$ cat config.mk
export PLATFORM = sky130hd
export DESIGN_NAME = load_align_ext
export DESIGN_NICKNAME = d
export VERILOG_FILES = /design/src/rtl/rv_mem_pkg.sv /design/src/rtl/load_align_ext.sv
export SDC_FILE = /design/constraint.sdc
export NUM_CORES = 1
export LEC_CHECK = 0
export BUFFER_PORTS_ARGS = -buffer_cell sky130_fd_sc_hd__buf_2
export CAP_MARGIN = 40
export CORE_AREA = 2 2 108 110
export DETAILED_ROUTE_END_ITERATION = 8
export DIE_AREA = 0 0 110 112
export GPL_TIMING_DRIVEN = 1
export SETUP_SLACK_MARGIN = 0.05
export SLEW_MARGIN = 20
export SYNTH_ARGS = -nofsm -noshare
export SYNTH_HDL_FRONTEND = slang
export SYNTH_SLANG_ARGS = --single-unit
$ cat constraint.sdc
create_clock -name vclk -period 3.1
set_input_delay 0.62 -clock vclk [all_inputs]
set_output_delay 0.62 -clock vclk [all_outputs]
set_load 0.05 [all_outputs]
$ cat src/rtl/rv_mem_pkg.sv
package rv_mem_pkg;

	// datapath widths
	localparam int XLEN           = 64;
	localparam int REG_ADDR_W     = 5;
	localparam int NUM_REGS       = 32;
	localparam int BYTE_LANES     = XLEN / 8;
	localparam int OFF_W          = $clog2(BYTE_LANES);

	// data RAM geometry, in 64-bit words
	localparam int RAM_DEPTH_LOG2 = 8;
	localparam int RAM_DEPTH      = 1 << RAM_DEPTH_LOG2;

	typedef logic [XLEN-1:0]           xlen_t;
	typedef logic [REG_ADDR_W-1:0]     reg_addr_t;
	typedef logic [RAM_DEPTH_LOG2-1:0] ram_addr_t;
	typedef logic [BYTE_LANES-1:0]     byte_mask_t;
	typedef logic [OFF_W-1:0]          byte_off_t;

	typedef enum logic [1:0] {
		SIZE_B = 2'd0, // byte
		SIZE_H = 2'd1, // half
		SIZE_W = 2'd2, // word
		SIZE_D = 2'd3  // double
	} mem_size_e;

	typedef enum logic [1:0] {
		KIND_ALU   = 2'd0,
		KIND_LOAD  = 2'd1,
		KIND_STORE = 2'd2
	} res_kind_e;

	// instruction fields from EX onward
	typedef struct packed {
		res_kind_e kind;
		mem_size_e size;
		logic      is_signed; // load extension
		logic      reg_wen;
		reg_addr_t rd;
		byte_off_t byte_off;  // low address bits
		xlen_t     alu_res;   // result, or address for load/store
		xlen_t     pc;
		logic      ebreak;
	} ex_mem_t;

	typedef struct packed {
		ex_mem_t op;
		xlen_t   load_raw; // whole RAM word, not yet aligned
	} mem_wb_t;

	// one record per retired instruction
	typedef struct packed {
		xlen_t     pc;
		reg_addr_t rd;
		xlen_t     wdata;
		logic      wen;
		logic      ebreak;
	} retire_t;

endpackage

$ cat src/rtl/load_align_ext.sv
`timescale 1ns/1ps

module load_align_ext import rv_mem_pkg::*; (
	input  logic      mem_wb_valid_i,
	input  mem_wb_t   mem_wb_i,
	output logic      wb_wen_o,
	output reg_addr_t wb_rd_o,
	output xlen_t     wb_data_o
);

	xlen_t shifted;
	xlen_t ext;
	logic  sgn;

	// bring the addressed byte down to lane 0
	assign shifted = mem_wb_i.load_raw >> {mem_wb_i.op.byte_off, 3'b000};
	assign sgn     = mem_wb_i.op.is_signed;

	always_comb begin
		unique case (mem_wb_i.op.size)
			SIZE_B: ext = {{(XLEN-8){sgn & shifted[7]}}, shifted[7:0]};
			SIZE_H: ext = {{(XLEN-16){sgn & shifted[15]}}, shifted[15:0]};
			SIZE_W: ext = {{(XLEN-32){sgn & shifted[31]}}, shifted[31:0]};
			SIZE_D: ext = shifted; // nothing to extend
		endcase
	end

	// stores carry their address through, retire shows it with wen low
	assign wb_data_o = (mem_wb_i.op.kind == KIND_LOAD) ? ext : mem_wb_i.op.alu_res;
	assign wb_rd_o   = mem_wb_i.op.rd;
	assign wb_wen_o  = mem_wb_valid_i && mem_wb_i.op.reg_wen
		&& (mem_wb_i.op.kind != KIND_STORE);

endmodule

==> impl_results.md <==
* Critical Path RT at 2.48 ns
* Post-Synthesis Cells at 406
* Worst min path class: in2out
* Die area at 12320 um^2
* Max VDD drop at 0.1084 mV
* RePlAce Congestion at 0.9586
* Sequential-to-total area share from yosys stat at 0
* Run status: finished clean
* Worst-path cell chain: clkbuf_4 -> and2_1 -> a22oi_1 -> a41oi_4 -> buf_12 -> a41oi_1 -> buf_2
* Post-DR vias/cell at 5.326
* Maxcap violations at 0
* TNS Setup at 0 ns
* Crit Path Category: in2out
* Die X at 110 um
* Power after layout at 932.2 uW
* Max Fanout on Critical Path at 46
* Fin Hold WS at 1.240 ns
* Total gr overflow at 0
* Post-DP HPWL at 11.09 mm
* Io pins at 278
* Leak at 0.001920 uW
* Row count at 39
* Port Buffers at 203
* Layout Area Growth over Synthesis at 47.39%
* PostCTS Resize Cnt at 0
* Worst EP arrival at 2.40 ns
* Via count at 3851
* FFs & Latches at 0
* Per-cell routed wire length at 18.46 um
* Initial antenna violation count at 0
* GRT Total Usage at 0.2031
* Die Ht at 112 um
* Metal-1 WL at 6.341 mm
* Met3 WL post-DR at 961 um
* NumNets Final at 790
* Core Box Area at 11170 um^2
* First DRT Iteration DRCs at 308
* Syn avg cell area at 7.036 um^2
* Inserted Diodes at 0
* Worst slack, placed at 0.05946 ns
* DRT Pass-1 Iters at 5
* Top routing layer used: met4
* Initial core utilization at 0.2556
* Synth area leader: mux2i_1
* First-pass GRT wire length at 19.87 mm
* CP max-delay cell: a22oi_1
* Pwr/cell area at 221.4 nW/um^2
* Final setup margin at 0.08416 ns
* Syn. warnings at 0
* Register area at 0 um^2
* Top-area cell type share of the netlist area at 0.2208
* Final ANT Viol Nets at 0
* Final setup vio count at 0
* Worst Tran Pin Value at 0.5366 ns
* Most frequent cells in the layout: buf_2 (195), nand2_1 (77), mux2i_1 (62)
* DRC viols at 0
* Crit path capture type: output pin
* Hold Crit Start: mem_wb_i[200]
* Fmax at 331.6 MHz
* Met2 wire len at 5.859 mm
* CTS Hold Bufs at 0
* Syn nets at 614
* Layout cell share with drive strength beyond 1 at 0.4862
* Largest net degree at the start of global routing at 47
* Drt total wl at 13.35 mm
* Clock buffers at 0
* Post-CTS setup buffer count at 0
* Final Cycle Share at 0.9729
* Critical path origin: mem_wb_i[193]
* Crit path largest cell delay at 0.36 ns
* Mapped Area at 2856 um^2
* Vias in the first global route at 3622
* Commonest non-fill, non-tap cell in the layout: buf_2
* Final Slew Violations at 0
* RSZ-0062 raised after global routing: yes
* Crit path launch type: primary input
* Dominant cells by area after synthesis: mux2i_1 (22%), mux4_2 (11%), a41oi_1 (10%)
* Final count of hold timing violations at 0
* Min cycle time layout at 3.016 ns
* Count of cell types in the netlist at 33
* Slew Limit Headroom at 0.6423
## final cells by class
type | count | area (um^2)
timing repair buffer | 227 | 1308
fill | 1189 | 6964
multi-input combinational | 350 | 2713
tap | 143 | 178.9
inverter | 3 | 11.26
## cells by family (layout without fill, tap and decap cells)
kind of cell    count (synthesis)  after routing  share of synthesized area
simple gates                  168            168                     0.2514
compound gates                 96             96                     0.2619
mux                            86             86                     0.3666
buf+inv                        56            230                     0.1200
## Yosys cell counts, types with 2 or more instances
master,count
a21oi_1,4
a21oi_2,7
a22oi_1,3
a31oi_1,16
a32oi_1,15
a41oi_1,33
and2_1,3
and3b_1,2
buf_1,2
buf_12,3
buf_2,18
buf_4,10
buf_6,3
clkbuf_1,16
inv_1,2
mux2_2,9
mux2i_1,63
mux4_2,14
nand2_1,77
nand2b_1,11
nor2_1,60
nor2b_1,4
o21ai_0,9
o2bb2ai_1,7
or2_1,7
## metal layers
layer | up-vias | global-route usage
li1 | 1861 | -
met1 | 1782 | 0.3092
met2 | 194 | 0.3198
met3 | 14 | 0.009953
met4 | 0 | 0.02954
met5 | - | 0
## power breakdown
| part | internal, uW | switching, uW |
|---|---|---|
| clock network | 0 | 0 |
| logic | 315 | 617 |
| registers | 0 | 0 |
| total | 315 | 617 |
## worst max-delay path: cells and delay by family
family	cells	cell delay, ns
compound gates	3	0.80
buf+inv	3	0.74
simple gates	1	0.21
## metrics by stage
step	util	cell area, um^2	cells
final	0.3768	4210	723
after global routing	0.3768	4210	723
after CTS	0.3714	4150	722
after detailed placement	0.3714	4150	722
after global placement	0.3714	4150	722
after floorplan	-	3005	406
## final timing paths
path                   endpoint  slack, ns  depth (start not counted)
setup / recovery  wb_data_o[46]       0.08                          7
hold / removal       wb_rd_o[4]       1.24                          0
No activity file was read; power rests on OpenSTA's default activity.
