## config.mk

```make
export PLATFORM = sky130hd
export DESIGN_NAME = wb_regfile
export DESIGN_NICKNAME = d
export VERILOG_FILES = /design/src/rtl/rv_mem_pkg.sv /design/src/rtl/wb_regfile.sv
export SDC_FILE = /design/constraint.sdc
export NUM_CORES = 2
export LEC_CHECK = 0
export ABC_AREA = 0
export BUFFER_PORTS_ARGS = -buffer_cell sky130_fd_sc_hd__buf_4
export CAP_MARGIN = 15
export CORE_MARGIN = 2
export CORE_UTILIZATION = 50
export DETAILED_ROUTE_END_ITERATION = 10
export PLACE_DENSITY = 0.69
export SLEW_MARGIN = 20
export SYNTH_ARGS = -nofsm -noshare
export SYNTH_HDL_FRONTEND = slang
export SYNTH_SLANG_ARGS = --single-unit
```

## constraint.sdc

```tcl
create_clock -name clk -period 2.4 [get_ports clk]
set_input_delay 0.48 -clock clk [delete_from_list [all_inputs] [get_ports clk]]
set_output_delay 0.48 -clock clk [all_outputs]
set_load 0.03 [all_outputs]
```

## src/rtl/rv_mem_pkg.sv

```systemverilog
package rv_mem_pkg;

	// datapath widths
	localparam int XLEN           = 64;
	localparam int REG_ADDR_W     = 5;
	localparam int NUM_REGS       = 32;
	localparam int BYTE_LANES     = XLEN / 8;
	localparam int OFF_W          = $clog2(BYTE_LANES);

	// data RAM geometry, in 64-bit words
	localparam int RAM_DEPTH_LOG2 = 8;
	localparam int RAM_DEPTH      = 1 << RAM_DEPTH_LOG2;

	typedef logic [XLEN-1:0]           xlen_t;
	typedef logic [REG_ADDR_W-1:0]     reg_addr_t;
	typedef logic [RAM_DEPTH_LOG2-1:0] ram_addr_t;
	typedef logic [BYTE_LANES-1:0]     byte_mask_t;
	typedef logic [OFF_W-1:0]          byte_off_t;

	typedef enum logic [1:0] {
		SIZE_B = 2'd0, // byte
		SIZE_H = 2'd1, // half
		SIZE_W = 2'd2, // word
		SIZE_D = 2'd3  // double
	} mem_size_e;

	typedef enum logic [1:0] {
		KIND_ALU   = 2'd0,
		KIND_LOAD  = 2'd1,
		KIND_STORE = 2'd2
	} res_kind_e;

	// instruction fields from EX onward
	typedef struct packed {
		res_kind_e kind;
		mem_size_e size;
		logic      is_signed; // load extension
		logic      reg_wen;
		reg_addr_t rd;
		byte_off_t byte_off;  // low address bits
		xlen_t     alu_res;   // result, or address for load/store
		xlen_t     pc;
		logic      ebreak;
	} ex_mem_t;

	typedef struct packed {
		ex_mem_t op;
		xlen_t   load_raw; // whole RAM word, not yet aligned
	} mem_wb_t;

	// one record per retired instruction
	typedef struct packed {
		xlen_t     pc;
		reg_addr_t rd;
		xlen_t     wdata;
		logic      wen;
		logic      ebreak;
	} retire_t;

endpackage

```

## src/rtl/wb_regfile.sv

```systemverilog
`timescale 1ns/1ps

module wb_regfile import rv_mem_pkg::*; (
	input  logic      clk,
	input  logic      rst_n,
	input  logic      wb_valid_i,
	input  logic      wb_wen_i,
	input  reg_addr_t wb_rd_i,
	input  xlen_t     wb_data_i,
	input  xlen_t     wb_pc_i,
	input  logic      wb_ebreak_i,
	input  reg_addr_t rs_addr_i,
	output xlen_t     rs_data_o,
	output logic      retire_valid_o,
	output retire_t   retire_o
);

	xlen_t regs [NUM_REGS];

	always_ff @(posedge clk or negedge rst_n) begin
		if (!rst_n) begin
			for (int i = 0; i < NUM_REGS; i++) begin
				regs[i] <= '0;
			end
		end else if (wb_valid_i && wb_wen_i && wb_rd_i != '0) begin
			regs[wb_rd_i] <= wb_data_i; // x0 never written
		end
	end

	assign rs_data_o = regs[rs_addr_i]; // decode read port

	// retire record straight from the writeback fields
	assign retire_valid_o  = wb_valid_i;
	assign retire_o.pc     = wb_pc_i;
	assign retire_o.rd     = wb_rd_i;
	assign retire_o.wdata  = wb_data_i;
	assign retire_o.wen    = wb_wen_i;
	assign retire_o.ebreak = wb_ebreak_i;

	a_x0_zero: assert property (@(posedge clk) disable iff (!rst_n)
		(rs_addr_i == '0) |-> (rs_data_o == '0));

endmodule

```

==> impl_metrics.json <==
{
  "layout_top_registers": "regs (2048)",
  "total_power_w": 0.0885,
  "power_leakage_nw": 51.6,
  "htreeDepth": 4,
  "synth_top_cell_area_share": 0.557,
  "critical_path.slowest_cell": "sky130_fd_sc_hd__nor4_4",
  "grt_first_pass_wirelength_mm": 390,
  "place_congestion": 0.821,
  "detail_route.wirelength.met1_mm": 112,
  "critPathArrivalTime_ns": 2.61,
  "finish.net_count": 6224,
  "detail_route.vias_per_cell": 6.15,
  "cts_tree": "yes",
  "final_cell_area_um2": 112000,
  "hold_viol": 0,
  "hold_path.class": "primary input to flop",
  "startpoint_type": "flop",
  "timing.final.max_slew_violations": 0,
  "synth-main-ff-cell": "sky130_fd_sc_hd__dfrtp_1",
  "io_buffers": 212,
  "final.fill_count": 13100,
  "clock-skew-final_ns": 0,
  "detail_route.wl_per_cell_um": 30.2,
  "ys_ff_latch": 2048,
  "syn_area_per_cell_um2": 16.0,
  "synth_cell_type_count": 39,
  "postRouteWirelength_mm": 263,
  "top_level_ports": 343,
  "worst_slew_pin_slew_ns": 0.739,
  "grt_max_degree": 106,
  "layout_common_cells": "sky130_fd_sc_hd__dfrtp_1 (2048), sky130_fd_sc_hd__mux2_2 (1837), sky130_fd_sc_hd__buf_4 (516), sky130_fd_sc_hd__mux4_2 (491), sky130_fd_sc_hd__buf_12 (253)",
  "start_util": 0.503,
  "layout-drive-gt1-share": 0.639,
  "overflow": 0,
  "grt_usage": 0.283,
  "ir_worst_vdd_v": 0.000795,
  "power.internal_w": 0.0666,
  "p_switching_w": 0.0219,
  "area_growth_pct": 21.7,
  "swShare": 0.248,
  "grt_setup_unrepaired": "yes",
  "setup.worst_path.class": "flop to output port",
  "placement.cell_area_um2": 102000,
  "via_count": 53600,
  "cts_buffers": 203,
  "largest_register_ffs": 2048,
  "clock_insertion_delay_worst_skew_ns": 0.85,
  "status": "finished, violations left",
  "dp.final_hpwl_mm": 170,
  "maxClockFrequency_mhz": 323,
  "final.min_clock_period_ns": 3.09,
  "drc": 0,
  "yosysTopAreaCell": "sky130_fd_sc_hd__dfrtp_1",
  "die-height_um": 433,
  "coreArea_um2": 183000,
  "dr.first_iter.drc_count": 4041,
  "first_global_vias": 56800,
  "final.setup.worst_slack_ns": -0.693,
  "layout_commonest_cell": "sky130_fd_sc_hd__dfrtp_1",
  "netlist_top_cells_area": "sky130_fd_sc_hd__dfrtp_1 (56%), sky130_fd_sc_hd__mux2_2 (23%), sky130_fd_sc_hd__mux4_2 (12%)",
  "routed-wl-met3_mm": 13.5,
  "die-width_um": 433,
  "synth-edff-count": 0,
  "proportion_of_power_drawn_by_the_clock_network": 0.387,
  "worstPathRequired_ns": 1.92,
  "pwr_density_cell_nw_per_um2": 790,
  "cts.root.buffer_cell": "sky130_fd_sc_hd__clkbuf_16",
  "core.rowCount": 157,
  "register_area_share_after_synthesis": 0.557,
  "die_area_um2": 187000,
  "endpoint_kind": "output port",
  "post_synth_instance_area_um2": 92000,
  "synthesis.nets": 5898,
  "timing.reg2reg.worst_path_depth": 2,
  "highest_layer": "met5",
  "worst_setup_hold_path_clk_slew_ns": 0.06,
  "cts.sink_count": 2048,
  "postRouteAntennaNets": 0,
  "violations": "setup timing",
  "min_period_over_period": 1.29,
  "timing.critical_path.cells": "mux4_2 > o22ai_2 > nor4_4 > buf_4 > buf_6",
  "drt_first_pass_iters": 5,
  "ys.warnings.count": 0,
  "clk_path_buf_depth": 3,
  "p_seq_frac": 0.466,
  "power.combinational.fraction": 0.147,
  "max-slew-margin-rel": 0.503,
  "crit_fanout": 2,
  "grt_antenna_before_repair": 3,
  "max_cap_viol_count": 0,
  "syn_inst": 5755,
  "highest_cell_delay_on_the_worst_timing_path_ns": 0.70,
  "whs_path_depth": 2,
  "final_report_setup_violation_count": 64,
  "top_register": "regs",
  "routed_wire_length_on_met2_mm": 128,
  "synthArstFlopShare": 1.00
}
area by class of cell:
class / count / area [um^2] / area share
Timing Repair Buffer: 888 / 10500 / 0.0940
Clock inverter: 84 / 1250 / 0.0112
Antenna cell: 3 / 7.51 / 0.0000671
Tap cell: 2464 / 3080 / 0.0275
Clock buffer: 288 / 5920 / 0.0529
Multi-Input combinational cell: 2940 / 39900 / 0.356
Sequential cell: 2048 / 51200 / 0.458
timing repair:
action / CTS / global route
buffers inserted: 45 / 35
endpoints found under the setup margin: 64 / 64
hold buffers: 1 / 0
hold endpoints to repair: 218 / 0
gates resized for setup: 288 / 117
pin swaps: 68 / 80
cloned: 4 / 4
synthesized netlist by cell type (4+ instances only):
cell and n:
sky130_fd_sc_hd__nor4_1 53, sky130_fd_sc_hd__o22ai_1 228, sky130_fd_sc_hd__a21oi_1 9, sky130_fd_sc_hd__clkbuf_1 367, sky130_fd_sc_hd__nand2_1 9, sky130_fd_sc_hd__mux4_2 491
sky130_fd_sc_hd__or3b_2 5, sky130_fd_sc_hd__or3_1 7, sky130_fd_sc_hd__nor2_2 10, sky130_fd_sc_hd__a211oi_1 9, sky130_fd_sc_hd__o221ai_1 9, sky130_fd_sc_hd__nand2b_1 4
sky130_fd_sc_hd__nor2_1 17, sky130_fd_sc_hd__a22oi_1 19, sky130_fd_sc_hd__nor2b_1 5, sky130_fd_sc_hd__buf_6 13, sky130_fd_sc_hd__mux2_4 120, sky130_fd_sc_hd__nand3_1 8
sky130_fd_sc_hd__buf_2 226, sky130_fd_sc_hd__mux2_2 1839, sky130_fd_sc_hd__buf_1 24, sky130_fd_sc_hd__nand4_1 4, sky130_fd_sc_hd__nand3b_1 5, sky130_fd_sc_hd__mux2i_1 37
sky130_fd_sc_hd__buf_4 137, sky130_fd_sc_hd__mux2_1 31, sky130_fd_sc_hd__dfrtp_1 2048
cell families after synthesis:
logic type | Yosys count | share of synthesized area
AND/OR/NAND/NOR | 144 | 0.00948
flip-flops | 2048 | 0.557
buffers and inverters | 767 | 0.0410
AO/OA/AOI/OAI | 278 | 0.0195
multiplexers | 2518 | 0.373
through the flow:
step           TNS, ns  cells  hold WS, ns  setup WS, ns   util
2_1_floorplan        0   5755        0.184       0.00103      -
3_3_place_gp    -27.47   8313        0.360        -0.654  0.558
3_5_place_dp    -27.52   8313        0.363        -0.628  0.558
4_1_cts         -27.47   8692       0.0622        -0.766  0.607
5_1_grt         -26.49   8714        0.126        -0.778  0.612
6_report        -23.95   8715        0.130        -0.693  0.612
worst max-delay path: cells and delay by family, from the launching register on:
kind / cells / cell delay [ns]
AND/OR/NAND/NOR: 1 / 0.70
buffers and inverters: 2 / 0.37
flip-flops: 1 / 0.35
multiplexers: 1 / 0.26
AO/OA/AOI/OAI: 1 / 0.09
worst paths after layout:
path	start	endpoint	slack (ns)
max reg2reg	regs[745]	regs[745]	1.50
min in group asynchronous	rst_n	regs[2006]	0.14
max	regs[1704]	rs_data_o[40]	-0.69
min reg2reg	regs[2006]	regs[2006]	0.37
min	wb_data_i[18]	regs[1618]	0.13
max in group asynchronous	rst_n	regs[1946]	1.15
metal layers:
| layer | track usage | up-vias |
|---|---|---|
| li1 | - | 21900 |
| met1 | 0.398 | 29600 |
| met2 | 0.459 | 1555 |
| met3 | 0.0406 | 467 |
| met4 | 0.0893 | 2 |
| met5 | 0.00494 | - |
power by group through the flow:
stage / sequential (W) / combinational, W / clock, W
floorplan: 0.0409 / 0.00875 / 0
global placement: 0.0415 / 0.0118 / 0
detailed placement: 0.0417 / 0.0121 / 0
CTS: 0.0411 / 0.0128 / 0.0346
global route: 0.0417 / 0.0139 / 0.0361
finish: 0.0412 / 0.0130 / 0.0342
No activity file was read; power rests on OpenSTA's default activity.
