`src/rtl/rv_mem_pkg.sv`:
```
package rv_mem_pkg;

	// datapath widths
	localparam int XLEN           = 64;
	localparam int REG_ADDR_W     = 5;
	localparam int NUM_REGS       = 32;
	localparam int BYTE_LANES     = XLEN / 8;
	localparam int OFF_W          = $clog2(BYTE_LANES);

	// data RAM geometry, in 64-bit words
	localparam int RAM_DEPTH_LOG2 = 8;
	localparam int RAM_DEPTH      = 1 << RAM_DEPTH_LOG2;

	typedef logic [XLEN-1:0]           xlen_t;
	typedef logic [REG_ADDR_W-1:0]     reg_addr_t;
	typedef logic [RAM_DEPTH_LOG2-1:0] ram_addr_t;
	typedef logic [BYTE_LANES-1:0]     byte_mask_t;
	typedef logic [OFF_W-1:0]          byte_off_t;

	typedef enum logic [1:0] {
		SIZE_B = 2'd0, // byte
		SIZE_H = 2'd1, // half
		SIZE_W = 2'd2, // word
		SIZE_D = 2'd3  // double
	} mem_size_e;

	typedef enum logic [1:0] {
		KIND_ALU   = 2'd0,
		KIND_LOAD  = 2'd1,
		KIND_STORE = 2'd2
	} res_kind_e;

	// instruction fields from EX onward
	typedef struct packed {
		res_kind_e kind;
		mem_size_e size;
		logic      is_signed; // load extension
		logic      reg_wen;
		reg_addr_t rd;
		byte_off_t byte_off;  // low address bits
		xlen_t     alu_res;   // result, or address for load/store
		xlen_t     pc;
		logic      ebreak;
	} ex_mem_t;

	typedef struct packed {
		ex_mem_t op;
		xlen_t   load_raw; // whole RAM word, not yet aligned
	} mem_wb_t;

	// one record per retired instruction
	typedef struct packed {
		xlen_t     pc;
		reg_addr_t rd;
		xlen_t     wdata;
		logic      wen;
		logic      ebreak;
	} retire_t;

endpackage

```
`src/rtl/mem_access_stage.sv`:
```
`timescale 1ns/1ps

module mem_access_stage import rv_mem_pkg::*; (
	input  logic       clk,
	input  logic       rst_n,
	input  logic       ex_valid_i,
	input  ex_mem_t    ex_op_i,
	input  xlen_t      ex_store_data_i,
	output ram_addr_t  ram_addr_o,
	output byte_mask_t ram_wmask_o,
	output xlen_t      ram_wdata_o,
	output logic       ex_mem_valid_o,
	output ex_mem_t    ex_mem_o
);

	byte_off_t  off;
	byte_off_t  misalign_bits; // offset bits that must be zero for this size
	byte_mask_t size_mask;
	logic       is_store;
	ex_mem_t    entry_d;

	assign off = ex_op_i.alu_res[OFF_W-1:0];
	assign ram_addr_o = ex_op_i.alu_res[OFF_W +: RAM_DEPTH_LOG2]; // word index

	always_comb begin
		unique case (ex_op_i.size)
			SIZE_B: begin
				size_mask     = 8'h01;
				misalign_bits = 3'b000;
			end
			SIZE_H: begin
				size_mask     = 8'h03;
				misalign_bits = 3'b001;
			end
			SIZE_W: begin
				size_mask     = 8'h0f;
				misalign_bits = 3'b011;
			end
			SIZE_D: begin
				size_mask     = 8'hff;
				misalign_bits = 3'b111;
			end
		endcase
	end

	assign is_store    = ex_valid_i && (ex_op_i.kind == KIND_STORE);
	assign ram_wmask_o = is_store ? byte_mask_t'(size_mask << off) : '0;

	// replicate store data so every lane the mask can pick holds it
	always_comb begin
		unique case (ex_op_i.size)
			SIZE_B: ram_wdata_o = {8{ex_store_data_i[7:0]}};
			SIZE_H: ram_wdata_o = {4{ex_store_data_i[15:0]}};
			SIZE_W: ram_wdata_o = {2{ex_store_data_i[31:0]}};
			SIZE_D: ram_wdata_o = ex_store_data_i;
		endcase
	end

	always_comb begin
		entry_d          = ex_op_i;
		entry_d.byte_off = off; // offset taken from the address
	end

	always_ff @(posedge clk or negedge rst_n) begin
		if (!rst_n) begin
			ex_mem_valid_o <= 1'b0;
		end else begin
			ex_mem_valid_o <= ex_valid_i;
		end
	end

	always_ff @(posedge clk) begin
		if (ex_valid_i) begin
			ex_mem_o <= entry_d;
		end
	end

	// loads and stores come from EX naturally aligned
	a_aligned: assert property (@(posedge clk) disable iff (!rst_n)
		(ex_valid_i && ex_op_i.kind != KIND_ALU) |-> ((off & misalign_bits) == '0));

endmodule

```
`config.mk`:
```
export PLATFORM = sky130hd
export DESIGN_NAME = mem_access_stage
export DESIGN_NICKNAME = d
export VERILOG_FILES = /design/src/rtl/rv_mem_pkg.sv /design/src/rtl/mem_access_stage.sv
export SDC_FILE = /design/constraint.sdc
export NUM_CORES = 1
export LEC_CHECK = 0
export ABC_CLOCK_PERIOD_IN_PS = 1500
export BUFFER_PORTS_ARGS = -buffer_cell sky130_fd_sc_hd__clkbuf_2
export CAP_MARGIN = 20
export CORE_AREA = 2 2 168 170
export CTS_CLUSTER_SIZE = 20
export DETAILED_ROUTE_END_ITERATION = 16
export DIE_AREA = 0 0 170 172
export GPL_TIMING_DRIVEN = 0
export HOLD_SLACK_MARGIN = 0.03
export PLACE_DENSITY = 0.48
export SETUP_SLACK_MARGIN = 0.1
export SLEW_MARGIN = 20
export SYNTH_ARGS = -nofsm -noshare
export SYNTH_HDL_FRONTEND = slang
export SYNTH_SLANG_ARGS = --single-unit
```
`constraint.sdc`:
```
create_clock -name clk -period 1.5 [get_ports clk]
set_clock_uncertainty 0.15 [all_clocks]
set_input_delay 0.15 -clock clk [delete_from_list [all_inputs] [get_ports clk]]
set_output_delay 0.15 -clock clk [all_outputs]
set_load 0.005 [all_outputs]
```
==> results of run 1 <==
[critical path, cell delays in order]
cell	delay, ps
buf_8	100
buf_12	140
clkbuf_16	160
and2_4	140
a211oi_4	300
a21oi_1	80
clkbuf_2	130
[cell families after synthesis]
group	Yosys count	share of synthesized area
AND/OR/NAND/NOR	36	0.0394
multiplexers	49	0.0938
flip-flops	141	0.762
AO/OA/AOI/OAI	49	0.0550
buffers and inverters	41	0.0498
[sequential cells by signal, summed over array words and instances (netlist names)]
name            cells
ex_mem_o          140
ex_mem_valid_o      1
[metal layers]
metal	vias to the layer above	part of all wire
li1	2415	-
met1	2394	0.34
met2	295	0.55
met3	31	0.089
met4	2	0.020
met5	-	0.00057
[stage by stage]
step	setup TNS (ps)	setup slack, ps	utilization	total power, mW	hold slack (ps)
after floorplan	0	299	-	5.23	-296
after global placement	-289180	-2710	0.296	6.20	-221
after detailed placement	-15690	-790	0.297	6.20	-218
after CTS	-51.5	-16.7	0.387	11.1	131
after global routing	-46.7	-11.8	0.400	11.5	176
final	-10.8	-10.8	0.400	11.0	180
[layout by cell type (no fill, tap or decap), types with 2 or more instances in the layout]
master         count
a211oi_2           3
a211oi_4           7
a21oi_1           19
a21oi_2           17
and2_1             2
and2_4             7
buf_12             7
buf_2             22
buf_4             24
buf_6             18
buf_8              2
bufbuf_16          2
bufinv_16          4
clkbuf_1           2
clkbuf_16         21
clkbuf_2         395
clkbuf_4           3
clkbuf_8           3
clkinv_4           3
clkinvlp_4         3
diode_2            3
dlygate4sd3_1    145
edfxtp_1         140
inv_1              8
mux2_1             8
mux2_2             8
mux2_4             8
mux2i_1           21
mux2i_4            4
nor2_1            10
nor2b_1            3
nor3_2             4
o21ai_0            2
or2_4              2
[timing repair]
item / CTS / global route
buffers inserted: 6 / 5
setup endpoints to repair: 60 / 57
gates cloned: 5 / 3
hold endpoints to repair: 186 / 0
pin swaps: 14 / 16
resized for setup: 54 / 82
hold buffers: 145 / 0
[final cells by class]
type | instances | area [um^2] | area share
antenna | 3 | 7.51 | 0.000682
buffer | 32 | 329 | 0.0299
clock buffer | 19 | 433 | 0.0393
clock inverter | 11 | 170 | 0.0155
inverter | 9 | 37.5 | 0.00341
multi-input combinational | 134 | 1350 | 0.122
sequential | 141 | 4230 | 0.384
tap | 346 | 433 | 0.0393
timing repair buffer | 594 | 4020 | 0.365
[worst max-delay path by stage]
stage | end | cells after the start
6_report | ram_wdata_o[47] | 7
3_5_place_dp | ram_wmask_o[2] | 6
3_3_place_gp | ram_wmask_o[2] | 5
2_1_floorplan | ram_wdata_o[10] | 3
5_1_grt | ram_wdata_o[47] | 7
4_1_cts | ram_wdata_o[57] | 7
[report_power, final]
group | total [mW] | internal, mW | leakage, nW | switching [mW]
Combinational | 1.93 | 1.10 | 3.30 | 0.833
Sequential | 4.77 | 4.68 | 1.38 | 0.0863
Clock | 4.34 | 2.76 | 0.287 | 1.58
Total | 11.0 | 8.54 | 4.97 | 2.50
==> results.md, run 1 <==
- Clock sink count: between 100 and 150
- Pwr Density: 1000 nW/um^2
- H-Tree Depth: 4
- Library cells used by synthesis: 25
- Failing checks: negative setup slack
- Starting Density: 0.202
- HPWL after DPL: between 15,000 and 20,000 um
- Post-synth EDFFs: 140
- CP Launch Point: ex_op_i[139]
- I/O pin cnt: 434
- Maximum vdd drop: a little under 600 uV
- Syn Nets: roughly 530
- DRT Wirelength: about 23,000 um
- Share of cells above drive strength 1: 0.615
- Worst endpoint required time: about 1200 ps
- Iteration count of the initial detailed-routing pass: 4
- Final Hold Fails: 0
- CTS tree: yes
- Final setup fails: 1
- Syn Area/Cell: about 18 um^2
- Vias in the first global route: 5,330
- Worst Hold Path Cells: 3
- Yosys warnings: 0
- Cells after DPL: around 1,100
- Rel. slew slack: 0.619
- Root buf cell: clkbuf_16
- Hold-critical path endpoint: ex_mem_o[94]
- Synth area leader: edfxtp_1
- Post-synthesis sequential area ratio: 0.762
- Count leader, synth: edfxtp_1
- Crit path DAT: 1210 ps
- Max Fclk: between 600 and 700 MHz
- GRT Total Usage: 0.145
- Routed wire per std cell: about 18 um
- Via Count: approximately 5,100
- Drt drc: 0
- Initial antenna violation count: 4
- Post-layout min period: about 1500 ps
- Area grow syn2layout: 98.2%
- Worst Hold Launch: ex_valid_i
- Port bufs: 430
- Largest net degree at the start of global routing: 46
- Leak: 4.97 nW
- Row cnt: 61
- HP Class: input pin to flip-flop
- Worst setup margin: -10.8 ps
- Post-synthesis cell count: between 300 and 400
- Startpoint Class: input pin
- Global route overflow: 0
- Layout Cell Area excl Fill: about 11,000 um^2
- Layout Nets: 1,139
- Die H: 172 um
- RePlAce Congestion: between 0.7 and 0.8
- Core box area: approximately 27,000 um^2
- Fillers: around 2,700
- Slew Limit Fails: 0
- GR Util met2: 0.281
- Final worst-path cycle share: 1.01
- Busiest grt layer: met2
- Chip Width: 170 um
- Met1 Use GR: 0.144
- Clock slew at reported path FFs: around 60 ps
- Main synth FF type: edfxtp_1
- Total CTS buffers: 17
- ANT nets after route: 0
- Via-per-instance ratio: between 3 and 4
- Mapped Area: 5550 um^2
- Fin cells: around 1,300
- Met3 GRT Util: 0.0478
- Clk buf depth: 2
- Crit path kind: input pin to output port
- Area contributors post-synth: edfxtp_1, mux2i_1, a21oi_1, mux2_2, buf_4
- Worst Tran Pin Value: roughly 570 ps
- 1st-iter DRT viols: 170
- Ys async rst share: 0.00709
- CP max FO: 7
- Max-cap violation count: 0
- Most frequent cells after synthesis: edfxtp_1, a21oi_1, mux2i_1
- First-pass GRT wire length: 30,800 um
- Status: finished, violations left
- Synth top area share: 0.757
- RSZ-0062 raised after global routing: yes
- Synthesized flop and latch total: 141
- Cell Area, Placed: between 8000 and 9000 um^2
- Die area: about 29,000 um^2
- Crit end category: output port
Power figures use the tool's default switching activity.
==> inputs of run 2 (changes only) <==
--- a/config.mk
+++ b/config.mk
@@ -8,13 +8,13 @@
 export ABC_CLOCK_PERIOD_IN_PS = 1500
 export BUFFER_PORTS_ARGS = -buffer_cell sky130_fd_sc_hd__clkbuf_2
 export CAP_MARGIN = 20
-export CORE_AREA = 2 2 168 170
+export CORE_AREA = 2 2 171 173
 export CTS_CLUSTER_SIZE = 20
 export DETAILED_ROUTE_END_ITERATION = 16
-export DIE_AREA = 0 0 170 172
+export DIE_AREA = 0 0 173 175
 export GPL_TIMING_DRIVEN = 0
 export HOLD_SLACK_MARGIN = 0.03
-export PLACE_DENSITY = 0.48
+export PLACE_DENSITY = 0.47
 export SETUP_SLACK_MARGIN = 0.1
 export SLEW_MARGIN = 20
 export SYNTH_ARGS = -nofsm -noshare
==> results.md, run 2 (synthesis gave the netlist of run 1 again) <==
- Status: finished, final reports clean
- Cell Chain, Critical Path: buf_4 > buf_6
- Max-cap violation count: 0
- Die area: between 30,000 and 40,000 um^2
- Clk buf depth: 2
- CP max FO: 2
- Commonest non-fill, non-tap cells in the layout: clkbuf_2, dlygate4sd3_1, edfxtp_1
- Largest registers: ex_mem_o: 140 flops, ex_mem_valid_o: 1 flops
- Chip Width: about 170 um
- Initial antenna violation count: 2
- Port bufs: 430
- 1st-iter DRT viols: 213
- Critical Path Max Stage Delay: about 430 ps
- Maximum vdd drop: 706 uV
- Via-per-instance ratio: ~3.9
- Crit path DAT: about 1100 ps
- Iteration count of the initial detailed-routing pass: 4
- Drt drc: 0
- Die H: around 180 um
- ANT nets after route: 0
- Core box area: approximately 28,000 um^2
- Row cnt: a little over 60
- Post-layout total power: between 10 and 15 mW
- Startpoint Class: flip-flop
- Crit end category: output port
- H-Tree Depth: 4
- Top reg by flops: ex_mem_o
- Root buf cell: clkbuf_16
- CP max-delay cell: edfxtp_1
- Final setup fails: 0
- Max Fclk: just over 700 MHz
- Largest net degree at the start of global routing: 86
- Slew Limit Fails: 0
- Worst Tran Pin Value: just under 700 ps
- Via Count: around 5,000
- Clock sink count: between 100 and 150
- Share of cells above drive strength 1: 0.609
- Max reg flops: 140
- CTS tree: yes
- Final Hold Fails: 0
- Final worst-path cycle share: 0.943
- Leak: between 4 and 5 nW
- RSZ-0062 raised after global routing: yes
- Worst endpoint required time: between 1000 and 1500 ps
- RePlAce Congestion: just under 0.8
- Crit path kind: flip-flop to output port
- TNS Setup: 0 ps
- Pwr Density: 1010 nW/um^2
- Area grow syn2layout: 95.3%
- Rel. slew slack: 0.542
- Clock slew at reported path FFs: roughly 70 ps
- Routed wire per std cell: 17.4 um
- Commonest non-fill, non-tap cell in the layout: clkbuf_2
- HP Class: input pin to flip-flop
- Global route overflow: 0
- Total CTS buffers: 17
- First-pass GRT wire length: between 30,000 and 40,000 um
- Post-layout min period: between 1000 and 1500 ps
- Vias in the first global route: approximately 5,500
- Starting Density: 0.195
- HPWL after DPL: roughly 17,000 um
- GRT Total Usage: 0.148
- Layout Nets: ~1,100
- DRT Wirelength: roughly 23,000 um
- I/O pin cnt: 434
-- run 2: stage by stage --
step / hold slack (ps) / utilization / area, um^2 / setup slack, ps / std cells
final: 155 / 0.382 / 10800 / 85.6 / 1319
after floorplan: -296 / - / 5550 / 299 / 316
after global routing: 168 / 0.382 / 10800 / 39.2 / 1318
after global placement: -224 / 0.288 / 8180 / -2770 / 1130
after detailed placement: -222 / 0.289 / 8220 / -328 / 1131
after CTS: 175 / 0.378 / 10700 / -14.9 / 1316
-- run 2: final timing paths --
kind / startpoint / to / slack [ps] / cells past startpoint
worst max-delay path: ex_mem_o[67] / ex_mem_o[131] / 90 / 2
max in group asynchronous: rst_n / ex_mem_valid_o / 640 / 3
min in group asynchronous: rst_n / ex_mem_valid_o / 450 / 3
worst min-delay path: ex_valid_i / ex_mem_o[103] / 160 / 2
-- run 2: routing by layer --
metal / global-route usage / vias to the layer above / share of wire
li1: - / 2395 / -
met1: 0.154 / 2372 / 0.36
met2: 0.273 / 312 / 0.53
met3: 0.0437 / 44 / 0.075
met4: 0.0734 / 0 / 0.035
met5: 0 / - / 0
-- run 2: layout make-up --
| cell class | count | area [um^2] |
|---|---|---|
| clock inverter | 14 | 168 |
| fill | 2816 | 17600 |
| timing repair buffer | 589 | 3860 |
| buffer | 30 | 313 |
| antenna | 1 | 2.50 |
| multi-input combinational | 134 | 1320 |
| clock buffer | 17 | 425 |
| tap | 384 | 480 |
| inverter | 9 | 37.5 |
| sequential | 141 | 4230 |
-- run 2: timing repair --
action | CTS | global route
endpoints found under the setup margin | 60 | 71
hold endpoints to repair | 197 | 0
pin swaps | 17 | 4
gates resized for setup | 83 | 26
setup buffers | 8 | 2
hold buffers | 144 | 0
cloned | 3 | 1
-- run 2: power by group --
part | internal (mW) | total (mW) | switching, mW | leakage (nW)
sequential | 4.68 | 4.77 | 0.0855 | 1.38
combinational | 1.04 | 1.88 | 0.839 | 3.22
clock | 2.61 | 4.30 | 1.69 | 0.287
total | 8.33 | 11.0 | 2.62 | 4.89
-- run 2: worst max-delay path, delay by kind of cell (launching register included) --
| kind | cells | cell delay [ps] |
|---|---|---|
| flops | 1 | 430 |
| buf+inv | 2 | 260 |
